`src/rtl/udma_defines.svh`:
```
// uDMA channel defines
// Sizes of the L2 buffer, the transfer counters and the config enable bit

`ifndef UDMA_DEFINES_SVH
`define UDMA_DEFINES_SVH

//////////////////////////////
// L2 buffer
//////////////////////////////

// Byte address width of the L2 buffer
`define UDMA_L2_AW 12

// L2 buffer size in bytes
`define UDMA_L2_DEPTH 4096

//////////////////////////////
// Transfer control
//////////////////////////////

// Width of a transfer size and a bytes-left count
`define UDMA_SIZE_W 16

// Enable bit in the TX and RX config registers
`define UDMA_CFG_EN_BIT 4

`endif

```
`src/rtl/udma_pkg.sv`:
```
// uDMA package
// Register map, engine states and the common data types

`default_nettype none

`include "udma_defines.svh"

package udma_pkg;

    //////////////////////////////
    // Register map
    //////////////////////////////

    typedef enum logic [4:0] {
        REG_RX_SADDR   = 5'd0,  // L2 start address for RX
        REG_RX_SIZE    = 5'd1,  // RX size in bytes
        REG_UDMA_RXCFG = 5'd2,  // RX enable
        REG_TX_SADDR   = 5'd3,  // L2 start address for TX
        REG_TX_SIZE    = 5'd4,  // TX size in bytes
        REG_UDMA_TXCFG = 5'd5,  // TX enable
        REG_STATUS     = 5'd9   // Bytes left of both channels
    } cfg_reg_e;

    // Shared by the TX and RX engines
    typedef enum logic {
        ST_IDLE   = 1'b0,
        ST_STREAM = 1'b1
    } stream_state_e;

    typedef logic [`UDMA_L2_AW-1:0]  l2_addr_t;    // L2 byte address
    typedef logic [`UDMA_SIZE_W-1:0] xfer_size_t;  // Byte count
    typedef logic [31:0]             word_t;

endpackage

`default_nettype wire

```
`src/rtl/udma_chan_if.sv`:
```
// uDMA channel interface
// Carries one channel's configuration to its engine and status back

`default_nettype none

interface udma_chan_if;

    udma_pkg::l2_addr_t   start_addr;  // Programmed L2 start address
    udma_pkg::xfer_size_t size;        // Programmed transfer size
    logic                 en;          // One-cycle start pulse

    logic                 busy;        // Transfer in progress
    udma_pkg::xfer_size_t bytes_left;  // Remaining bytes of the transfer

    // Register file side
    modport regs (
        output start_addr,
        output size,
        output en,
        input  busy,
        input  bytes_left
    );

    // DMA engine side
    modport engine (
        input  start_addr,
        input  size,
        input  en,
        output busy,
        output bytes_left
    );

endinterface

`default_nettype wire

```
`src/rtl/udma_cfg_regs.sv`:
```
// uDMA configuration registers
// Decodes the register map, stores start addresses and sizes, issues the
// channel enable pulses and muxes the readback

`default_nettype none

`include "udma_defines.svh"

module udma_cfg_regs (
    input  wire logic        sys_clk,
    input  wire logic        rst_n,
    input  wire logic [4:0]  cfg_addr_i,
    input  wire logic [31:0] cfg_data_i,
    input  wire logic        cfg_valid_i,
    input  wire logic        cfg_rwn_i,
    output logic      [31:0] cfg_data_o,
    udma_chan_if.regs        tx_chan,
    udma_chan_if.regs        rx_chan
);

    udma_pkg::cfg_reg_e   reg_sel;
    logic                 wr_strobe;

    udma_pkg::l2_addr_t   tx_saddr_q;
    udma_pkg::xfer_size_t tx_size_q;
    logic                 tx_en_q;
    udma_pkg::l2_addr_t   rx_saddr_q;
    udma_pkg::xfer_size_t rx_size_q;
    logic                 rx_en_q;

    assign reg_sel   = udma_pkg::cfg_reg_e'(cfg_addr_i);
    assign wr_strobe = cfg_valid_i & ~cfg_rwn_i;

    //////////////////////////////
    // Register writes
    //////////////////////////////

    always_ff @(posedge sys_clk or negedge rst_n) begin
        if (!rst_n) begin
            tx_saddr_q <= '0;
            tx_size_q  <= '0;
            tx_en_q    <= 1'b0;
            rx_saddr_q <= '0;
            rx_size_q  <= '0;
            rx_en_q    <= 1'b0;
        end else begin
            tx_en_q <= 1'b0;  // Enables are single pulses
            rx_en_q <= 1'b0;
            if (wr_strobe) begin
                case (reg_sel)
                    udma_pkg::REG_TX_SADDR: tx_saddr_q <= cfg_data_i[`UDMA_L2_AW-1:0];
                    udma_pkg::REG_TX_SIZE:  tx_size_q  <= cfg_data_i[`UDMA_SIZE_W-1:0];
                    udma_pkg::REG_RX_SADDR: rx_saddr_q <= cfg_data_i[`UDMA_L2_AW-1:0];
                    udma_pkg::REG_RX_SIZE:  rx_size_q  <= cfg_data_i[`UDMA_SIZE_W-1:0];
                    udma_pkg::REG_UDMA_TXCFG: begin
                        // Dropped while the channel is running or about to start
                        tx_en_q <= cfg_data_i[`UDMA_CFG_EN_BIT] & ~tx_chan.busy & ~tx_en_q
                                   & (tx_size_q != '0);
                    end
                    udma_pkg::REG_UDMA_RXCFG: begin
                        rx_en_q <= cfg_data_i[`UDMA_CFG_EN_BIT] & ~rx_chan.busy & ~rx_en_q
                                   & (rx_size_q != '0);
                    end
                    default: ;  // Status and unmapped are read only
                endcase
            end
        end
    end

    assign tx_chan.start_addr = tx_saddr_q;
    assign tx_chan.size       = tx_size_q;
    assign tx_chan.en         = tx_en_q;
    assign rx_chan.start_addr = rx_saddr_q;
    assign rx_chan.size       = rx_size_q;
    assign rx_chan.en         = rx_en_q;

    //////////////////////////////
    // Readback
    //////////////////////////////

    always_comb begin
        cfg_data_o = '0;
        case (reg_sel)
            udma_pkg::REG_RX_SADDR:   cfg_data_o[`UDMA_L2_AW-1:0]  = rx_saddr_q;
            udma_pkg::REG_RX_SIZE:    cfg_data_o[`UDMA_SIZE_W-1:0] = rx_size_q;
            udma_pkg::REG_UDMA_RXCFG: cfg_data_o[`UDMA_CFG_EN_BIT] = rx_chan.busy;
            udma_pkg::REG_TX_SADDR:   cfg_data_o[`UDMA_L2_AW-1:0]  = tx_saddr_q;
            udma_pkg::REG_TX_SIZE:    cfg_data_o[`UDMA_SIZE_W-1:0] = tx_size_q;
            udma_pkg::REG_UDMA_TXCFG: cfg_data_o[`UDMA_CFG_EN_BIT] = tx_chan.busy;
            udma_pkg::REG_STATUS:     cfg_data_o = {rx_chan.bytes_left, tx_chan.bytes_left};
            default: ;
        endcase
    end

    // An engine must never see a start while it is still running
    a_tx_en_idle: assert property (@(posedge sys_clk) disable iff (!rst_n)
        !(tx_chan.en && tx_chan.busy));
    a_rx_en_idle: assert property (@(posedge sys_clk) disable iff (!rst_n)
        !(rx_chan.en && rx_chan.busy));

endmodule

`default_nettype wire

```
`src/flat_wrapper.sv`:
```
// flat-port wrapper written by rule: the top's interface ports become plain ports
module udma_cfg_regs_flat 
  (sys_clk, rst_n, cfg_addr_i, cfg_data_i, cfg_valid_i, cfg_rwn_i, cfg_data_o, tx_chan_start_addr, tx_chan_size, tx_chan_en, tx_chan_busy, tx_chan_bytes_left, rx_chan_start_addr, rx_chan_size, rx_chan_en, rx_chan_busy, rx_chan_bytes_left);
  udma_chan_if tx_chan_i ();
  udma_chan_if rx_chan_i ();
  input  wire logic sys_clk;
  input  wire logic rst_n;
  input  wire logic [4:0] cfg_addr_i;
  input  wire logic [31:0] cfg_data_i;
  input  wire logic cfg_valid_i;
  input  wire logic cfg_rwn_i;
  output logic      [31:0] cfg_data_o;
  output wire logic [$bits(tx_chan_i.start_addr)-1:0] tx_chan_start_addr;
  output wire logic [$bits(tx_chan_i.size)-1:0] tx_chan_size;
  output wire logic [$bits(tx_chan_i.en)-1:0] tx_chan_en;
  input wire logic [$bits(tx_chan_i.busy)-1:0] tx_chan_busy;
  input wire logic [$bits(tx_chan_i.bytes_left)-1:0] tx_chan_bytes_left;
  output wire logic [$bits(rx_chan_i.start_addr)-1:0] rx_chan_start_addr;
  output wire logic [$bits(rx_chan_i.size)-1:0] rx_chan_size;
  output wire logic [$bits(rx_chan_i.en)-1:0] rx_chan_en;
  input wire logic [$bits(rx_chan_i.busy)-1:0] rx_chan_busy;
  input wire logic [$bits(rx_chan_i.bytes_left)-1:0] rx_chan_bytes_left;
  assign tx_chan_start_addr = tx_chan_i.start_addr;
  assign tx_chan_size = tx_chan_i.size;
  assign tx_chan_en = tx_chan_i.en;
  assign tx_chan_i.busy = tx_chan_busy;
  assign tx_chan_i.bytes_left = tx_chan_bytes_left;
  assign rx_chan_start_addr = rx_chan_i.start_addr;
  assign rx_chan_size = rx_chan_i.size;
  assign rx_chan_en = rx_chan_i.en;
  assign rx_chan_i.busy = rx_chan_busy;
  assign rx_chan_i.bytes_left = rx_chan_bytes_left;
  udma_cfg_regs u_core (.sys_clk(sys_clk), .rst_n(rst_n), .cfg_addr_i(cfg_addr_i), .cfg_data_i(cfg_data_i), .cfg_valid_i(cfg_valid_i), .cfg_rwn_i(cfg_rwn_i), .cfg_data_o(cfg_data_o), .tx_chan(tx_chan_i), .rx_chan(rx_chan_i));
endmodule
```
`config.mk`:
```
export PLATFORM = sky130hd
export DESIGN_NAME = udma_cfg_regs_flat
export DESIGN_NICKNAME = d
export VERILOG_FILES = /design/src/rtl/udma_pkg.sv /design/src/rtl/udma_chan_if.sv /design/src/rtl/udma_cfg_regs.sv /design/src/flat_wrapper.sv
export VERILOG_INCLUDE_DIRS = /design/src /design/src/rtl
export SDC_FILE = /design/constraint.sdc
export NUM_CORES = 1
export LEC_CHECK = 0
export BUFFER_PORTS_ARGS = -buffer_cell sky130_fd_sc_hd__buf_2
export CORE_MARGIN = 3
export CORE_UTILIZATION = 30
export DETAILED_ROUTE_END_ITERATION = 16
export GPL_ROUTABILITY_DRIVEN = 0
export GPL_TIMING_DRIVEN = 0
export SETUP_SLACK_MARGIN = 0.02
export SKIP_LAST_GASP = 1
export SYNTH_ARGS = -nofsm -noshare
export SYNTH_HDL_FRONTEND = slang
export SYNTH_SLANG_ARGS = --single-unit
```
`constraint.sdc`:
```
create_clock -name sys_clk -period 3.8 [get_ports sys_clk]
set_clock_uncertainty 0.05 [all_clocks]
set_input_delay 0.19 -clock sys_clk [delete_from_list [all_inputs] [get_ports sys_clk]]
set_output_delay 0.19 -clock sys_clk [all_outputs]
set_load 0.03 [all_outputs]
```
==> summary.md <==
- status: finished, final reports clean
- proportion of power drawn by combinational gates: 27.0%
- Crit-path slowest cell: sky130_fd_sc_hd__clkbuf_1
- Arr. time, crit path: 2.35 ns
- number of antenna violations at the first check in global routing: 0
- leading cell types in the layout, fill and taps excluded: sky130_fd_sc_hd__buf_2, sky130_fd_sc_hd__dfrtp_1, sky130_fd_sc_hd__mux2_2
- hold path depth: 2
- LEAKAGE: 2.15 nW
- placed wire-length estimate: 7530 um
- peak supply drop: 0.000196 V
- Worst Setup Start Kind: primary input
- average size of a mapped cell: 12.5 sq um
- max-cap violations: 0
- proportion of synthesized chip area in sequential cells: 49.6%
- most common cell after layout, fill and taps aside: sky130_fd_sc_hd__buf_2
- fin crit period: 2.59 ns
- sum of negative setup slack: 0 ns
- worst slew margin relative to its limit: 38.4%
- H-tree Lvls: 3
- clk_lat worst skew: 0.34 ns
- worst hold path class: in2reg
- Post-synth EDFFs: 0
- Worst EP required: 3.56 ns
- net switching power: 0.627 mW
- post-synth top area share: 49.6%
- number of buffers inserted during clock tree synthesis: 9
- Layout Utilization: 42.6%
- first-pass detailed-route iteration total: 4
- reg-to-reg startpoint: u_core.tx_chan.size[8]
- number of distinct library cell variants in the gate-level netlist after synthesis: 33
- RSZ-0062 raised after global routing: false
- Most Frequent Cell on Critical Path: sky130_fd_sc_hd__clkbuf_1
- total wire length after detailed routing: 10100 um
- final hold vios: 0
- highest clock rate: 386 MHz
- number of nets produced by synthesis: 308
- maximum root-to-sink buffer count: 2
- number of failing setup endpoints in the final timing report: 0
- boundary pin count: 165
- cell accounting for the most synthesized area: sky130_fd_sc_hd__dfrtp_1
- floorplan core area: 9370 sq um
- final-report max-slew violation count: 0
- area taken by flip-flops and latches: 1450 sq um
- CTS tree: done
- detailed-route DRC error count: 0
- synth warn: 0
- HP Start: cfg_data_i[12]
- cell area after synthesis: 2920 sq um
- initial core utilization: 31.2%
- Period Utilization, post-route: 68.1%
- Seq pwr share: 44.2%
- buffer cell driving the clock tree root: sky130_fd_sc_hd__clkbuf_8
- number of global-route vias before repair: 2663
- DR vias: 2627
- CTS Hold Bufs: 0
- total number of nets in the final design: 465
- Core Rows: 35
- DR WL/cell: 19.4 um
- GR Util All Layers: 18.6%
- Clock Power Share: 28.8%
- ys flop type: sky130_fd_sc_hd__dfrtp_1
- pin count of the biggest net entering global routing: 59
- delay of the slowest critical-path stage: 0.74 ns
- type of element capturing the critical path: output pin
- type of the worst setup path: in2out
- Max FO, Critical Path: 10
- power per standard cell area: 440 nW/um^2
- dominant cells by area after synthesis: sky130_fd_sc_hd__dfrtp_1, sky130_fd_sc_hd__mux2_2, sky130_fd_sc_hd__mux2i_1
- per-cell via count in the routed design: 5.02
- wire length of the first global-routing pass: 15600 um
- Internal Power: 1.13 mW
- DIE HEIGHT: 105 um
- cells along the critical path: clkbuf_1, clkbuf_1, mux2i_1, o32ai_1, a221o_1, buf_2
- clock-pin slew on the worst setup and hold paths: 0.07 ns
- worst slew pin tran: 0.924 ns
- layout cell share with drive strength beyond 1: 55.1%
- startpoint of the worst setup timing path: cfg_addr_i[2]
- Routed Antenna Nets: 0
- count of port buffers added during placement: 145
- total of fill cells in the finished design: 953
- Synth Register Bits: 58
- Net Sw Frac: 35.7%
- async set-or-reset flop fraction in the synthesized netlist: 100%
- diode count: 0
- synthesized netlist cell count: 233
- number of gates resized after CTS: 0
- overall overflow remaining after global route: 0
- r2r worst-path depth: 3
- clock sink count: 58
- floorplan die area: 11000 sq um
- number of design-rule violations left by the first detailed-router iteration: 111
- die boundary width: 105 um
- buffers inserted during post-CTS setup optimization: 0
- synthesis-to-finish area growth: 36.6%
- area of the multi-input gates: 1400 sq um
==> worst max-delay path, delay by kind of cell <==
| family | cells | cell delay [ns] |
|---|---|---|
| compound gates | 2 | 0.53 |
| buf+inv | 3 | 1.22 |
| mux | 1 | 0.40 |
==> per-stage QoR <==
stage | setup slack [ns] | hold WS (ns) | power [mW] | instance area, sq um | std cells
finish | 1.21 | 0.0322 | 1.76 | 3990 | 523
global route | 1.09 | 0.0191 | 1.85 | 3990 | 523
CTS | 1.17 | 0.0187 | 1.78 | 3980 | 522
detailed placement | 1.17 | 0.377 | 1.27 | 3810 | 507
global placement | 1.15 | 0.368 | 1.26 | 3810 | 507
floorplan | 1.88 | -0.156 | 1.07 | 2920 | 233
==> synthesized netlist by cell type, types with 2 or more instances <==
| master | count |
|---|---|
| sky130_fd_sc_hd__dfrtp_1 | 58 |
| sky130_fd_sc_hd__a32oi_1 | 4 |
| sky130_fd_sc_hd__nor4_1 | 9 |
| sky130_fd_sc_hd__a221o_1 | 11 |
| sky130_fd_sc_hd__and4_1 | 2 |
| sky130_fd_sc_hd__nand3_1 | 4 |
| sky130_fd_sc_hd__clkbuf_1 | 10 |
| sky130_fd_sc_hd__nor2b_1 | 3 |
| sky130_fd_sc_hd__nand2_1 | 12 |
| sky130_fd_sc_hd__buf_2 | 4 |
| sky130_fd_sc_hd__mux2i_1 | 12 |
| sky130_fd_sc_hd__mux2_1 | 10 |
| sky130_fd_sc_hd__nor2_1 | 3 |
| sky130_fd_sc_hd__o2bb2ai_1 | 10 |
| sky130_fd_sc_hd__and2_1 | 16 |
| sky130_fd_sc_hd__mux2_2 | 46 |
| sky130_fd_sc_hd__nor3_1 | 3 |
==> logic make-up (layout without fill, tap and decap cells) <==
logic type | count (synthesis) | count (layout) | synth area share (%)
AOI/OAI and AO/OA | 29 | 29 | 8.94
buffers and inverters | 15 | 176 | 2.35
DFF | 58 | 58 | 49.6
muxes | 68 | 68 | 25.7
and+or+nand+nor | 63 | 63 | 13.4
==> power groups by stage <==
stage | logic [mW] | registers (mW) | clock network, mW
after floorplan | 0.138 | 0.928 | 0
after global placement | 0.474 | 0.784 | 0
after detailed placement | 0.479 | 0.788 | 0
after CTS | 0.480 | 0.777 | 0.520
after global routing | 0.506 | 0.789 | 0.553
final | 0.474 | 0.776 | 0.506
==> metal layers <==
| metal | part of all wire (%) | vias to the layer above | track usage, % | routed length, um |
|---|---|---|---|---|
| met5 | 0 | - | 0 | 0 |
| met4 | 0.49 | 0 | 3.94 | 50 |
| met3 | 7.8 | 6 | 6.73 | 793 |
| met2 | 48 | 121 | 30.3 | 4880 |
| met1 | 44 | 1295 | 23.8 | 4410 |
| li1 | - | 1205 | - | - |
==> flip-flops by register name, indices dropped and copies added (netlist names) <==
name and cells:
u_core.tx_chan.size 16, u_core.rx_chan.en 1, u_core.rx_chan.start_addr 12, u_core.rx_chan.size 16, u_core.tx_chan.start_addr 12, u_core.tx_chan.en 1
==> final cells by class <==
type | instances | share of cell area, %
Clock inverter | 3 | 0.376
Clock buffer | 12 | 3.88
Timing Repair Buffer | 146 | 18.5
Sequential cell | 58 | 36.3
Multi-Input combinational cell | 160 | 35.2
Tap cell | 129 | 4.04
Buffer | 15 | 1.72
==> final timing paths <==
kind | end | slack, ns
worst min-delay path | u_core.rx_chan.size[12] | 0.03
max in group asynchronous | u_core.rx_chan.start_addr[2] | 2.76
min in group asynchronous | u_core.tx_chan.size[14] | 0.40
worst max register to register | u_core.tx_chan.en | 2.29
worst min register to register | u_core.rx_chan.start_addr[4] | 0.48
worst max-delay path | cfg_data_o[8] | 1.21
Note: power is estimated with default switching activity, not from simulation.
