`src/rtl/udma_defines.svh`:
```
// uDMA channel defines
// Sizes of the L2 buffer, the transfer counters and the config enable bit

`ifndef UDMA_DEFINES_SVH
`define UDMA_DEFINES_SVH

//////////////////////////////
// L2 buffer
//////////////////////////////

// Byte address width of the L2 buffer
`define UDMA_L2_AW 12

// L2 buffer size in bytes
`define UDMA_L2_DEPTH 4096

//////////////////////////////
// Transfer control
//////////////////////////////

// Width of a transfer size and a bytes-left count
`define UDMA_SIZE_W 16

// Enable bit in the TX and RX config registers
`define UDMA_CFG_EN_BIT 4

`endif

```
`src/rtl/udma_pkg.sv`:
```
// uDMA package
// Register map, engine states and the common data types

`default_nettype none

`include "udma_defines.svh"

package udma_pkg;

    //////////////////////////////
    // Register map
    //////////////////////////////

    typedef enum logic [4:0] {
        REG_RX_SADDR   = 5'd0,  // L2 start address for RX
        REG_RX_SIZE    = 5'd1,  // RX size in bytes
        REG_UDMA_RXCFG = 5'd2,  // RX enable
        REG_TX_SADDR   = 5'd3,  // L2 start address for TX
        REG_TX_SIZE    = 5'd4,  // TX size in bytes
        REG_UDMA_TXCFG = 5'd5,  // TX enable
        REG_STATUS     = 5'd9   // Bytes left of both channels
    } cfg_reg_e;

    // Shared by the TX and RX engines
    typedef enum logic {
        ST_IDLE   = 1'b0,
        ST_STREAM = 1'b1
    } stream_state_e;

    typedef logic [`UDMA_L2_AW-1:0]  l2_addr_t;    // L2 byte address
    typedef logic [`UDMA_SIZE_W-1:0] xfer_size_t;  // Byte count
    typedef logic [31:0]             word_t;

endpackage

`default_nettype wire

```
`src/rtl/udma_chan_if.sv`:
```
// uDMA channel interface
// Carries one channel's configuration to its engine and status back

`default_nettype none

interface udma_chan_if;

    udma_pkg::l2_addr_t   start_addr;  // Programmed L2 start address
    udma_pkg::xfer_size_t size;        // Programmed transfer size
    logic                 en;          // One-cycle start pulse

    logic                 busy;        // Transfer in progress
    udma_pkg::xfer_size_t bytes_left;  // Remaining bytes of the transfer

    // Register file side
    modport regs (
        output start_addr,
        output size,
        output en,
        input  busy,
        input  bytes_left
    );

    // DMA engine side
    modport engine (
        input  start_addr,
        input  size,
        input  en,
        output busy,
        output bytes_left
    );

endinterface

`default_nettype wire

```
`src/rtl/udma_tx_stream.sv`:
```
// uDMA TX engine
// Fetches 32-bit words from L2 and streams them out under valid/ready

`default_nettype none

module udma_tx_stream (
    input  wire logic               sys_clk,
    input  wire logic               rst_n,
    udma_chan_if.engine             chan,
    output udma_pkg::l2_addr_t      mem_raddr_o,
    input  wire udma_pkg::word_t    mem_rdata_i,
    input  wire logic               tx_ready_i,
    output udma_pkg::word_t         tx_data_o,
    output logic                    tx_valid_o,
    output logic                    tx_eot_o
);

    localparam udma_pkg::xfer_size_t WORD_BYTES = 4;

    udma_pkg::stream_state_e state_q;
    udma_pkg::l2_addr_t      addr_q;        // Next word to fetch
    udma_pkg::xfer_size_t    bytes_left_q;
    logic                    load_word;

    assign mem_raddr_o     = addr_q;
    assign chan.busy       = (state_q == udma_pkg::ST_STREAM);
    assign chan.bytes_left = bytes_left_q;

    // First fetch, or a handshake with more words still to come
    assign load_word = (state_q == udma_pkg::ST_STREAM)
                       && (!tx_valid_o || (tx_ready_i && bytes_left_q > WORD_BYTES));

    always_ff @(posedge sys_clk or negedge rst_n) begin
        if (!rst_n) begin
            state_q      <= udma_pkg::ST_IDLE;
            addr_q       <= '0;
            bytes_left_q <= '0;
            tx_valid_o   <= 1'b0;
            tx_eot_o     <= 1'b0;
        end else begin
            tx_eot_o <= 1'b0;
            case (state_q)
                udma_pkg::ST_IDLE: begin
                    if (chan.en) begin
                        state_q      <= udma_pkg::ST_STREAM;
                        addr_q       <= chan.start_addr;
                        bytes_left_q <= chan.size;
                    end
                end
                udma_pkg::ST_STREAM: begin
                    if (load_word) begin
                        addr_q     <= addr_q + udma_pkg::l2_addr_t'(WORD_BYTES);  // Wraps
                        tx_valid_o <= 1'b1;
                    end
                    if (tx_valid_o && tx_ready_i) begin
                        if (bytes_left_q > WORD_BYTES) begin
                            bytes_left_q <= bytes_left_q - WORD_BYTES;
                        end else begin
                            bytes_left_q <= '0;              // Last word accepted
                            tx_valid_o   <= 1'b0;
                            tx_eot_o     <= 1'b1;
                            state_q      <= udma_pkg::ST_IDLE;
                        end
                    end
                end
                default: state_q <= udma_pkg::ST_IDLE;
            endcase
        end
    end

    // Output word register
    always_ff @(posedge sys_clk) begin
        if (load_word) begin
            tx_data_o <= mem_rdata_i;
        end
    end

    a_tx_hold: assert property (@(posedge sys_clk) disable iff (!rst_n)
        tx_valid_o && !tx_ready_i |=> tx_valid_o && $stable(tx_data_o));

endmodule

`default_nettype wire

```
`src/flat_wrapper.sv`:
```
// flat-port wrapper written by rule: the top's interface ports become plain ports
module udma_tx_stream_flat 
  (sys_clk, rst_n, mem_raddr_o, mem_rdata_i, tx_ready_i, tx_data_o, tx_valid_o, tx_eot_o, chan_start_addr, chan_size, chan_en, chan_busy, chan_bytes_left);
  udma_chan_if chan_i ();
  input  wire logic sys_clk;
  input  wire logic rst_n;
  output udma_pkg::l2_addr_t mem_raddr_o;
  input  wire udma_pkg::word_t mem_rdata_i;
  input  wire logic tx_ready_i;
  output udma_pkg::word_t tx_data_o;
  output logic tx_valid_o;
  output logic tx_eot_o;
  input wire logic [$bits(chan_i.start_addr)-1:0] chan_start_addr;
  input wire logic [$bits(chan_i.size)-1:0] chan_size;
  input wire logic [$bits(chan_i.en)-1:0] chan_en;
  output wire logic [$bits(chan_i.busy)-1:0] chan_busy;
  output wire logic [$bits(chan_i.bytes_left)-1:0] chan_bytes_left;
  assign chan_i.start_addr = chan_start_addr;
  assign chan_i.size = chan_size;
  assign chan_i.en = chan_en;
  assign chan_busy = chan_i.busy;
  assign chan_bytes_left = chan_i.bytes_left;
  udma_tx_stream u_core (.sys_clk(sys_clk), .rst_n(rst_n), .chan(chan_i), .mem_raddr_o(mem_raddr_o), .mem_rdata_i(mem_rdata_i), .tx_ready_i(tx_ready_i), .tx_data_o(tx_data_o), .tx_valid_o(tx_valid_o), .tx_eot_o(tx_eot_o));
endmodule
```
`config.mk`:
```
export PLATFORM = sky130hd
export DESIGN_NAME = udma_tx_stream_flat
export DESIGN_NICKNAME = d
export VERILOG_FILES = /design/src/rtl/udma_pkg.sv /design/src/rtl/udma_chan_if.sv /design/src/rtl/udma_tx_stream.sv /design/src/flat_wrapper.sv
export VERILOG_INCLUDE_DIRS = /design/src /design/src/rtl
export SDC_FILE = /design/constraint.sdc
export NUM_CORES = 1
export LEC_CHECK = 0
export BUFFER_PORTS_ARGS = -buffer_cell sky130_fd_sc_hd__buf_2
export CORE_ASPECT_RATIO = 0.5
export CORE_MARGIN = 3
export CORE_UTILIZATION = 44
export CTS_BUF_LIST = sky130_fd_sc_hd__clkbuf_8
export CTS_CLUSTER_DIAMETER = 200
export DETAILED_ROUTE_END_ITERATION = 10
export PLACE_DENSITY_LB_ADDON = 0.05
export SETUP_SLACK_MARGIN = 0.4
export SLEW_MARGIN = 20
export SYNTH_ARGS = -nofsm -noshare
export SYNTH_HDL_FRONTEND = slang
export SYNTH_SLANG_ARGS = --single-unit
```
`constraint.sdc`:
```
create_clock -name sys_clk -period 3.2 [get_ports sys_clk]
set_input_delay 0.64 -clock sys_clk [delete_from_list [all_inputs] [get_ports sys_clk]]
set_output_delay 0.64 -clock sys_clk [all_outputs]
set_load 0.1 [all_outputs]
```
==> results of run 1 <==
## through the flow
step	hold slack (ns)	area [um2]	power, uW	setup WS [ns]	util
2_1_floorplan	0.3444	2908	1842	0.5870	-
3_3_place_gp	0.4539	3638	2034	0.8727	0.5839
3_5_place_dp	0.4581	3638	2043	0.7566	0.5839
4_1_cts	0.3650	3804	2636	0.6347	0.6104
5_1_grt	0.4047	3804	2732	0.5356	0.6104
6_report	0.3580	3804	2613	0.6519	0.6104
## kinds of logic (layout without fill, tap and decap cells)
group	count (synthesis)	count (layout)
AND/OR/NAND/NOR	99	99
flip-flops	63	63
adder cells (fa/ha/maj)	3	3
multiplexers	6	6
buffers and inverters	16	153
AO/OA/AOI/OAI	68	68
## per-layer routing
metal	vias to the layer above	GRT usage	part of all wire
met5	-	0	0.0014
met4	2	0.04802	0.0034
met3	4	0.07444	0.096
met2	127	0.3551	0.47
met1	1241	0.2933	0.43
li1	1238	-	-
## cell type report
cell class	count	share of cell area
timing repair buffer	131	0.1757
multi-input combinational	176	0.2888
clock inverter	7	0.01086
tap	88	0.02895
clock buffer	9	0.03257
inverter	6	0.005921
sequential	63	0.4572
## sequential cells by signal, indices dropped and copies added, names as in the netlist
register	flops
u_core.mem_raddr_o	12
u_core.tx_eot_o	1
u_core.chan.busy	1
u_core.tx_data_o	32
u_core.tx_valid_o	1
u_core.chan.bytes_left	16
## power by group
group / leakage, uW / total, uW / internal (uW) / switching, uW
sequential: 0.000668 / 1050 / 944 / 104
clock: 0.0000822 / 582 / 273 / 309
combinational: 0.000969 / 983 / 179 / 805
## layout by cell type (no fill, tap or decap), drive strengths merged, types with 5 or more instances in the layout
| cell type | instances |
|---|---|
| nand3 | 15 |
| edfxtp | 32 |
| buf | 131 |
| mux2i | 5 |
| inv | 7 |
| clkbuf | 9 |
| nor2 | 25 |
| a21oi | 12 |
| dfrtp | 31 |
| nand2 | 28 |
| nor3 | 5 |
| a31oi | 6 |
| o21ai | 16 |
## final timing paths
path	endpoint	slack, ns	depth (start not counted)
worst min-delay path	u_core.mem_raddr_o[5]$_DFFE_PN0P_	0.36	1
max in group asynchronous	u_core.chan.bytes_left[3]$_DFFE_PN0P_	2.33	1
min in group sys_clk	u_core.tx_data_o[14]$_DFFE_PP_	0.47	1
worst min register to register	u_core.mem_raddr_o[1]$_DFFE_PN0P_	0.48	2
worst max register to register	u_core.mem_raddr_o[7]$_DFFE_PN0P_	0.74	5
worst max-delay path	chan_busy	0.65	2
==> impl_metrics.toml, run 1 <==
[grt]
grt_max_degree = 33
grt_pass1_vias = 2531
grt_pass1_wl_um = 13130
antenna_found_initial = 1
globalRouteTotalUtil = 0.2210
grt_overflow = 0

[sta]
min_period_over_period = 0.7963
hold_viol = 0
setup_viol = 0
rsz0062_at_grt = "false"
slew_violations = 0
period_minus_slack_ns = 2.548
fmax_mhz = 392.5
fin_worst_skew_ns = 0.009634
relSlewSlack = 0.5105
worst-slew-pin-transition_ns = 0.7342
finalSetupTns_ns = 0

[critical_path]
cp_slowest_stage_delay_ns = 0.77
path_cells = "buf_4 -> buf_2"
cpLargestDelayFamily = "buffers and inverters"
worstPathRequired_ns = 2.56
crit_type = "reg2out"
critPathMaxFanout = 21
endpoint_kind = "output port"
rr_startpoint = "u_core.chan.bytes_left[8]$_DFFE_PN0P_"
crit_arrival_ns = 1.91
critPathSlowestCell = "dfrtp_1"
critPathLaunchType = "register"
startpoint = "u_core.chan.busy$_DFF_PN0_"
critPathBufInv = 2

[clock_tree]
cts.htree.levels = 3
cts_made_buffers = 9
cts_resized = 0
clk_pin_slew_ns = 0.07
cts_root_buf = "clkbuf_8"
clock-sinks = 63
clock_latency_ns = 0.34
cts_tree = "yes"
clockBufferDepth = 2
holdBufCountCts = 0
cts_setup_buffers = 0

[floorplanning]
start_util = 0.4651
die_x_um = 120.8
die_h_um = 63.39
die-area_mm2 = 0.007655
num_rows = 20
pin_count = 127
coreArea_mm2 = 0.006231

[synth]
yosysWarnings = 0
synth_top_family_by_area = "simple AND/OR/NAND/NOR gates"
synth-compound-area-share = 0.1641
yosys-top-cells-area = "edfxtp_1, dfrtp_1, nand2_1"
ys_seq_area_frac = 0.5993
yosys.area_share.simple = 0.1783
ys_types = 54
synth_top_area_frac = 0.3316
synth.most_common_cell = "edfxtp_1"
synth.avg_cell_area_um2 = 11.36
synthAdderAreaFrac = 0.01295
synth_nets = 322
synth.largest_area_cell = "edfxtp_1"
async_reset_ff_frac = 0.4921
muxShareOfSynthArea = 0.02116
netlist_area_mm2 = 0.002898
synth_edf_count = 32
syn_inst = 255
synth-seq-cells = 63
synth-xor-area-share = 0
synth_commonest_cells = "edfxtp_1, dfrtp_1, nand2_1"
synth_ff_type = "edfxtp_1"

[drt]
ant_nets = 0
avgRoutedWirePerCell_um = 16.68
vias = 2612
wirelength_um = 8007
routed_via_density = 5.442
first_iter_violations = 190
drt_pass1_iterations = 5
remaining_drc_errors = 0

[pwr]
power_leakage_uw = 0.001719
ir_drop_mv = 0.6517
powerDensity_mw_per_mm2 = 687.1

[finish]
multiInputGateArea_mm2 = 0.001099
stdcell_count = 480
seq_area_mm2 = 0.001739
area_delta_synth_final_pct = 31.26
nets = 454
nFillCells = 546
diodes = 0
layout-drive-gt1-share = 0.4133

[place]
port_buffers = 126
numPlacedInstances = 464
place.gp.congestion = 0.8765
place_hpwl_um = 5859

[run]
drv_cap = 0

[min_path]
hold_class = "in2async"

[status]
status = "finished clean"
Note: power is estimated with default switching activity, not from simulation.
==> inputs of run 2 (changes only) <==
==> constraint.sdc (replaced) <==
create_clock -name sys_clk -period 2.2 [get_ports sys_clk]
set_input_delay 0.44 -clock sys_clk [delete_from_list [all_inputs] [get_ports sys_clk]]
set_output_delay 0.44 -clock sys_clk [all_outputs]
set_load 0.1 [all_outputs]
==> run 2 against run 1 <==
Non-clock buffer count rose by 35. Core utilization is 10 points higher. Worst setup slack worse by 0.50 ns. First-iteration DRC count fell by 2.6%. Flip-flop and latch count is the same. Worst hold slack worse by 0.20 ns. Clock skew hardly changed. Design area is 17% higher. Via count increased by 7.5%.
==> impl_metrics.toml, run 2 (same netlist as run 1, synthesis figures left out) <==
[status]
status = "finished clean"

[finish]
layout_common_cells = "buf_2, edfxtp_1, buf_4"
largest_reg_flops = 32
multiInputGateArea_mm2 = 0.001286
area_delta_synth_final_pct = 53.07
diodes = 0
seq_area_mm2 = 0.001777
stdcell_count = 516
nFillCells = 465
nets = 490
layout_commonest_cell = "buf_2"
fin_util = 0.7118
layout-drive-gt1-share = 0.5467
largest-register = "u_core.tx_data_o"

[sta]
min_period_over_period = 0.9291
fmax_mhz = 489.2
worst-slew-pin-transition_ns = 0.7567
hold_viol = 0
period_minus_slack_ns = 2.044
slew_violations = 0
setup_viol = 0
setup_slack_ns = 0.1559
finalSetupTns_ns = 0
rsz0062_at_grt = "true"
fin_worst_skew_ns = 0.009499
relSlewSlack = 0.4955

[drt]
remaining_drc_errors = 0
drt_pass1_iterations = 4
wirelength_um = 8905
routed_via_density = 5.440
first_iter_violations = 185
avgRoutedWirePerCell_um = 17.26
vias = 2807
ant_nets = 0

[grt]
grt_overflow = 0
antenna_found_initial = 0
grt_pass1_vias = 2704
globalRouteTotalUtil = 0.2305
grt_max_degree = 32
grt_pass1_wl_um = 13630

[clock_tree]
cts_tree = "yes"
cts_root_buf = "clkbuf_8"
clock_latency_ns = 0.34
clk_pin_slew_ns = 0.07
cts_made_buffers = 9
clockBufferDepth = 2
cts.htree.levels = 3
clock-sinks = 63

[floorplanning]
die-area_mm2 = 0.007655
die_x_um = 120.8
coreArea_mm2 = 0.006231
num_rows = 20
start_util = 0.4651
die_h_um = 63.39
pin_count = 127

[place]
dp_slack_ns = 0.04592
numPlacedInstances = 471
port_buffers = 126
place.gp.congestion = 0.9141
place_hpwl_um = 5849

[pwr]
powerDensity_mw_per_mm2 = 920.0
finalPower_uw = 4081
power_leakage_uw = 0.001982
ir_drop_mv = 0.6692

[critical_path]
crit_type = "reg2reg"
critPathMaxFanout = 8
critPathLaunchType = "register"
crit_arrival_ns = 2.11
endpoint_kind = "register"
worstPathRequired_ns = 2.26

[run]
drv_cap = 0

[min_path]
hold_class = "in2async"
## run 2: changes by cell type in the layout (fill, tap and decap cells not counted), moves of 3 or more
cell and delta:
dfrtp_4 +7, dfrtp_2 +9, buf_4 +26, clkbuf_4 +6, buf_2 -7, o21ai_0 -3
nor2_2 +4, dfrtp_1 -16, buf_6 +4, nor2_1 -6
## run 2: critical path, stage by stage (launching register included)
cell	delay (ns)
dfrtp_4	0.50
ha_4	0.17
nor3b_4	0.15
o211a_1	0.27
a31oi_4	0.18
nor2_2	0.07
nor2_4	0.14
buf_6	0.15
clkbuf_16	0.15
## run 2: path summary, 6_finish.rpt
path / cells after the start / slack, ns / startpoint / end
max: 8 / 0.16 / u_core.chan.bytes_left[2]$_DFFE_PN0P_ / u_core.tx_data_o[10]$_DFFE_PP_
min: 1 / 0.16 / rst_n / u_core.chan.bytes_left[10]$_DFFE_PN0P_
max reg2reg: 8 / 0.16 / u_core.chan.bytes_left[2]$_DFFE_PN0P_ / u_core.tx_data_o[10]$_DFFE_PP_
min reg2reg: 2 / 0.48 / u_core.mem_raddr_o[0]$_DFFE_PN0P_ / u_core.mem_raddr_o[0]$_DFFE_PN0P_
max in group asynchronous: 1 / 1.47 / rst_n / u_core.chan.bytes_left[3]$_DFFE_PN0P_
min in group sys_clk: 1 / 0.27 / mem_rdata_i[27] / u_core.tx_data_o[27]$_DFFE_PP_
## run 2: report_power, final
part / switching (uW) / internal [uW] / total (uW)
clock network: 453 / 514 / 967
logic: 1230 / 353 / 1580
registers: 146 / 1390 / 1530
## run 2: cell type report
cell class              count  share of cell area
well taps                  88             0.02482
flip-flops and latches     63              0.4006
clock buffers               9             0.02793
multi-input cells         177              0.2900
repair buffers            166              0.2370
clock inverters             7             0.01467
inverters                   6            0.005078
## run 2: per-layer routing
layer  track usage  up-vias  routed length (um)
met5             0        -                   0
met4       0.08616        0                 104
met3       0.07085       16                 719
met2        0.3495      143                4211
met1        0.3132     1334                3870
li1              -     1314                   -
## run 2: repair_timing
action | in CTS | in global routing
pin swaps | 13 | 8
buffers inserted | 14 | 11
resized for setup | 23 | 25
setup endpoints to repair | 61 | 66
hold buffers | 0 | 0
gates cloned | 2 | 2
hold endpoints to repair | 0 | 0
## run 2: per-stage QoR
step | hold WS (ns) | instance area [um2]
after detailed placement | 0.4616 | 3759
final | 0.1589 | 4436
after global routing | 0.2061 | 4436
after global placement | 0.4548 | 3759
after floorplan | 0.1444 | 2969
after CTS | 0.1683 | 4204
==> inputs of run 3 (changes only) <==
--- a/config.mk
+++ b/config.mk
@@ -7,8 +7,7 @@
 export NUM_CORES = 1
 export LEC_CHECK = 0
 export BUFFER_PORTS_ARGS = -buffer_cell sky130_fd_sc_hd__buf_2
-export CORE_ASPECT_RATIO = 0.5
-export CORE_MARGIN = 3
+export CORE_MARGIN = 2
 export CORE_UTILIZATION = 44
 export CTS_BUF_LIST = sky130_fd_sc_hd__clkbuf_8
 export CTS_CLUSTER_DIAMETER = 200
==> run 3 against run 2 <==
First-iteration DRC count up 14%. Power up 7.1%. Worst setup slack better by 0.042 ns. Worst hold slack worse by 0.023 ns. Global-route usage up 0.56 points. Sequential share of layout area down 0.34 points. Flip-flop and latch count unchanged. Routed wire length down 3.0%. Count of clock-buffer cells in the layout unchanged. Critical path depth unchanged. Die area down 5.3%. Critical endpoint is now u_core.tx_data_o[4]$_DFFE_PP_.
==> impl_metrics.toml, run 3 (same netlist as run 1, synthesis figures left out) <==
[status]
status = "finished clean"

[finish]
largest_reg_flops = 32
seq_area_mm2 = 0.001777
multiInputGateArea_mm2 = 0.001314
nets = 486
largest-register = "u_core.tx_data_o"
layout-drive-gt1-share = 0.5613
diodes = 0
area_delta_synth_final_pct = 54.36
layout_commonest_cell = "buf_2"
nFillCells = 457
layout_common_cells = "buf_2, edfxtp_1, nand2_1"
fin_util = 0.7044

[place]
port_buffers = 126
place_hpwl_um = 5585
place.gp.congestion = 0.8503

[floorplanning]
coreArea_mm2 = 0.006350
start_util = 0.4564
num_rows = 29
die_h_um = 85.16
die_x_um = 85.16
pin_count = 127
die-area_mm2 = 0.007251

[critical_path]
r2r_end = "u_core.tx_data_o[4]$_DFFE_PP_"
setup.worst_path.end = "u_core.tx_data_o[4]$_DFFE_PP_"
reg2regPathDepth = 8
endpoint_kind = "register"
crit_arrival_ns = 2.07
critPathMaxFanout = 8
reg2reg_slack_ns = 0.20
startpoint = "u_core.chan.bytes_left[2]$_DFFE_PN0P_"
crit_type = "reg2reg"
rr_startpoint = "u_core.chan.bytes_left[2]$_DFFE_PN0P_"
worstPathRequired_ns = 2.27
critPathLaunchType = "register"

[sta]
fin_worst_skew_ns = 0.01579
finalSetupTns_ns = 0
setup_viol = 0
worst-slew-pin-transition_ns = 0.7223
hold_viol = 0
rsz0062_at_grt = "true"
min_period_over_period = 0.9102
period_minus_slack_ns = 2.002
fmax_mhz = 499.4
relSlewSlack = 0.5185
slew_violations = 0

[grt]
grt_pass1_vias = 2589
grt_max_degree = 32
globalRouteTotalUtil = 0.2361
antenna_found_initial = 0
grt_overflow = 0
grt_pass1_wl_um = 13230

[drt]
first_iter_violations = 211
vias = 2787
ant_nets = 0
routed_via_density = 5.563
remaining_drc_errors = 0
drt_pass1_iterations = 4
avgRoutedWirePerCell_um = 17.25
wirelength_um = 8641

[clock_tree]
clock-sinks = 63
clockBufferDepth = 2
cts_tree = "yes"
clock_latency_ns = 0.35
cts_root_buf = "clkbuf_8"
cts.htree.levels = 3
clk_pin_slew_ns = 0.09
cts_made_buffers = 9
holdBufCountCts = 0

[pwr]
powerDensity_mw_per_mm2 = 977.5
power_leakage_uw = 0.001983
ir_drop_mv = 0.7669

[min_path]
hold_class = "in2async"

[run]
drv_cap = 0
==> run 3: how the worst min path moves through the flow <==
stage	start	cells after the start	to	slack [ns]
after detailed placement	u_core.mem_raddr_o[0]$_DFFE_PN0P_	2	u_core.mem_raddr_o[0]$_DFFE_PN0P_	0.47
after floorplan	rst_n	0	u_core.chan.bytes_left[0]$_DFFE_PN0P_	0.14
after global routing	rst_n	1	u_core.mem_raddr_o[3]$_DFFE_PN0P_	0.20
final	rst_n	1	u_core.chan.bytes_left[14]$_DFFE_PN0P_	0.14
after global placement	u_core.mem_raddr_o[0]$_DFFE_PN0P_	2	u_core.mem_raddr_o[0]$_DFFE_PN0P_	0.45
after CTS	rst_n	1	u_core.chan.bytes_left[14]$_DFFE_PN0P_	0.17
==> run 3: layout make-up <==
class	count	share of cell area
clock buffer	9	0.02769
clock inverter	7	0.02685
inverter	6	0.005035
multi-input combinational	177	0.2937
sequential	63	0.3972
tap	77	0.02154
timing repair buffer	162	0.2280
==> run 3: critical path, stage by stage, from the launching register on <==
cell and delay, ns:
dfrtp_4 0.52, ha_4 0.17, nor3b_4 0.15, o211a_1 0.25, a31oi_4 0.16, nor2_2 0.07
nor2_4 0.12, buf_12 0.14, clkbuf_16 0.14
==> run 3: per-stage QoR <==
stage	std cells	power [uW]	hold slack (ns)	instance area (um2)	worst slack [ns]
after floorplan	255	2701	0.1444	2969	-0.2866
after global placement	460	2986	0.4540	3745	0.1234
after detailed placement	460	2996	0.4666	3745	0.04792
after CTS	493	4321	0.1664	4278	0.2235
after global routing	501	4511	0.2016	4473	0.1629
final	501	4372	0.1362	4473	0.1976
==> run 3: what timing repair did <==
action                     CTS  global route
setup endpoints to repair   61            64
buffers inserted            14             7
gates cloned                 3             1
pin swaps                   11             5
resized for setup           26            27
==> run 3: report_power, final <==
group | switching, uW | internal (uW) | total (uW)
Sequential | 161 | 1390 | 1550
Clock | 494 | 756 | 1250
Combinational | 1220 | 355 | 1570
Total | 1870 | 2500 | 4370
==> run 3: metal layers <==
| metal | wire length (um) | part of all wire | GRT usage |
|---|---|---|---|
| met1 | 3796 | 0.44 | 0.3139 |
| met2 | 4039 | 0.47 | 0.3778 |
| met3 | 665 | 0.077 | 0.06323 |
| met4 | 139 | 0.016 | 0.07792 |
| met5 | 0 | 0 | 0 |
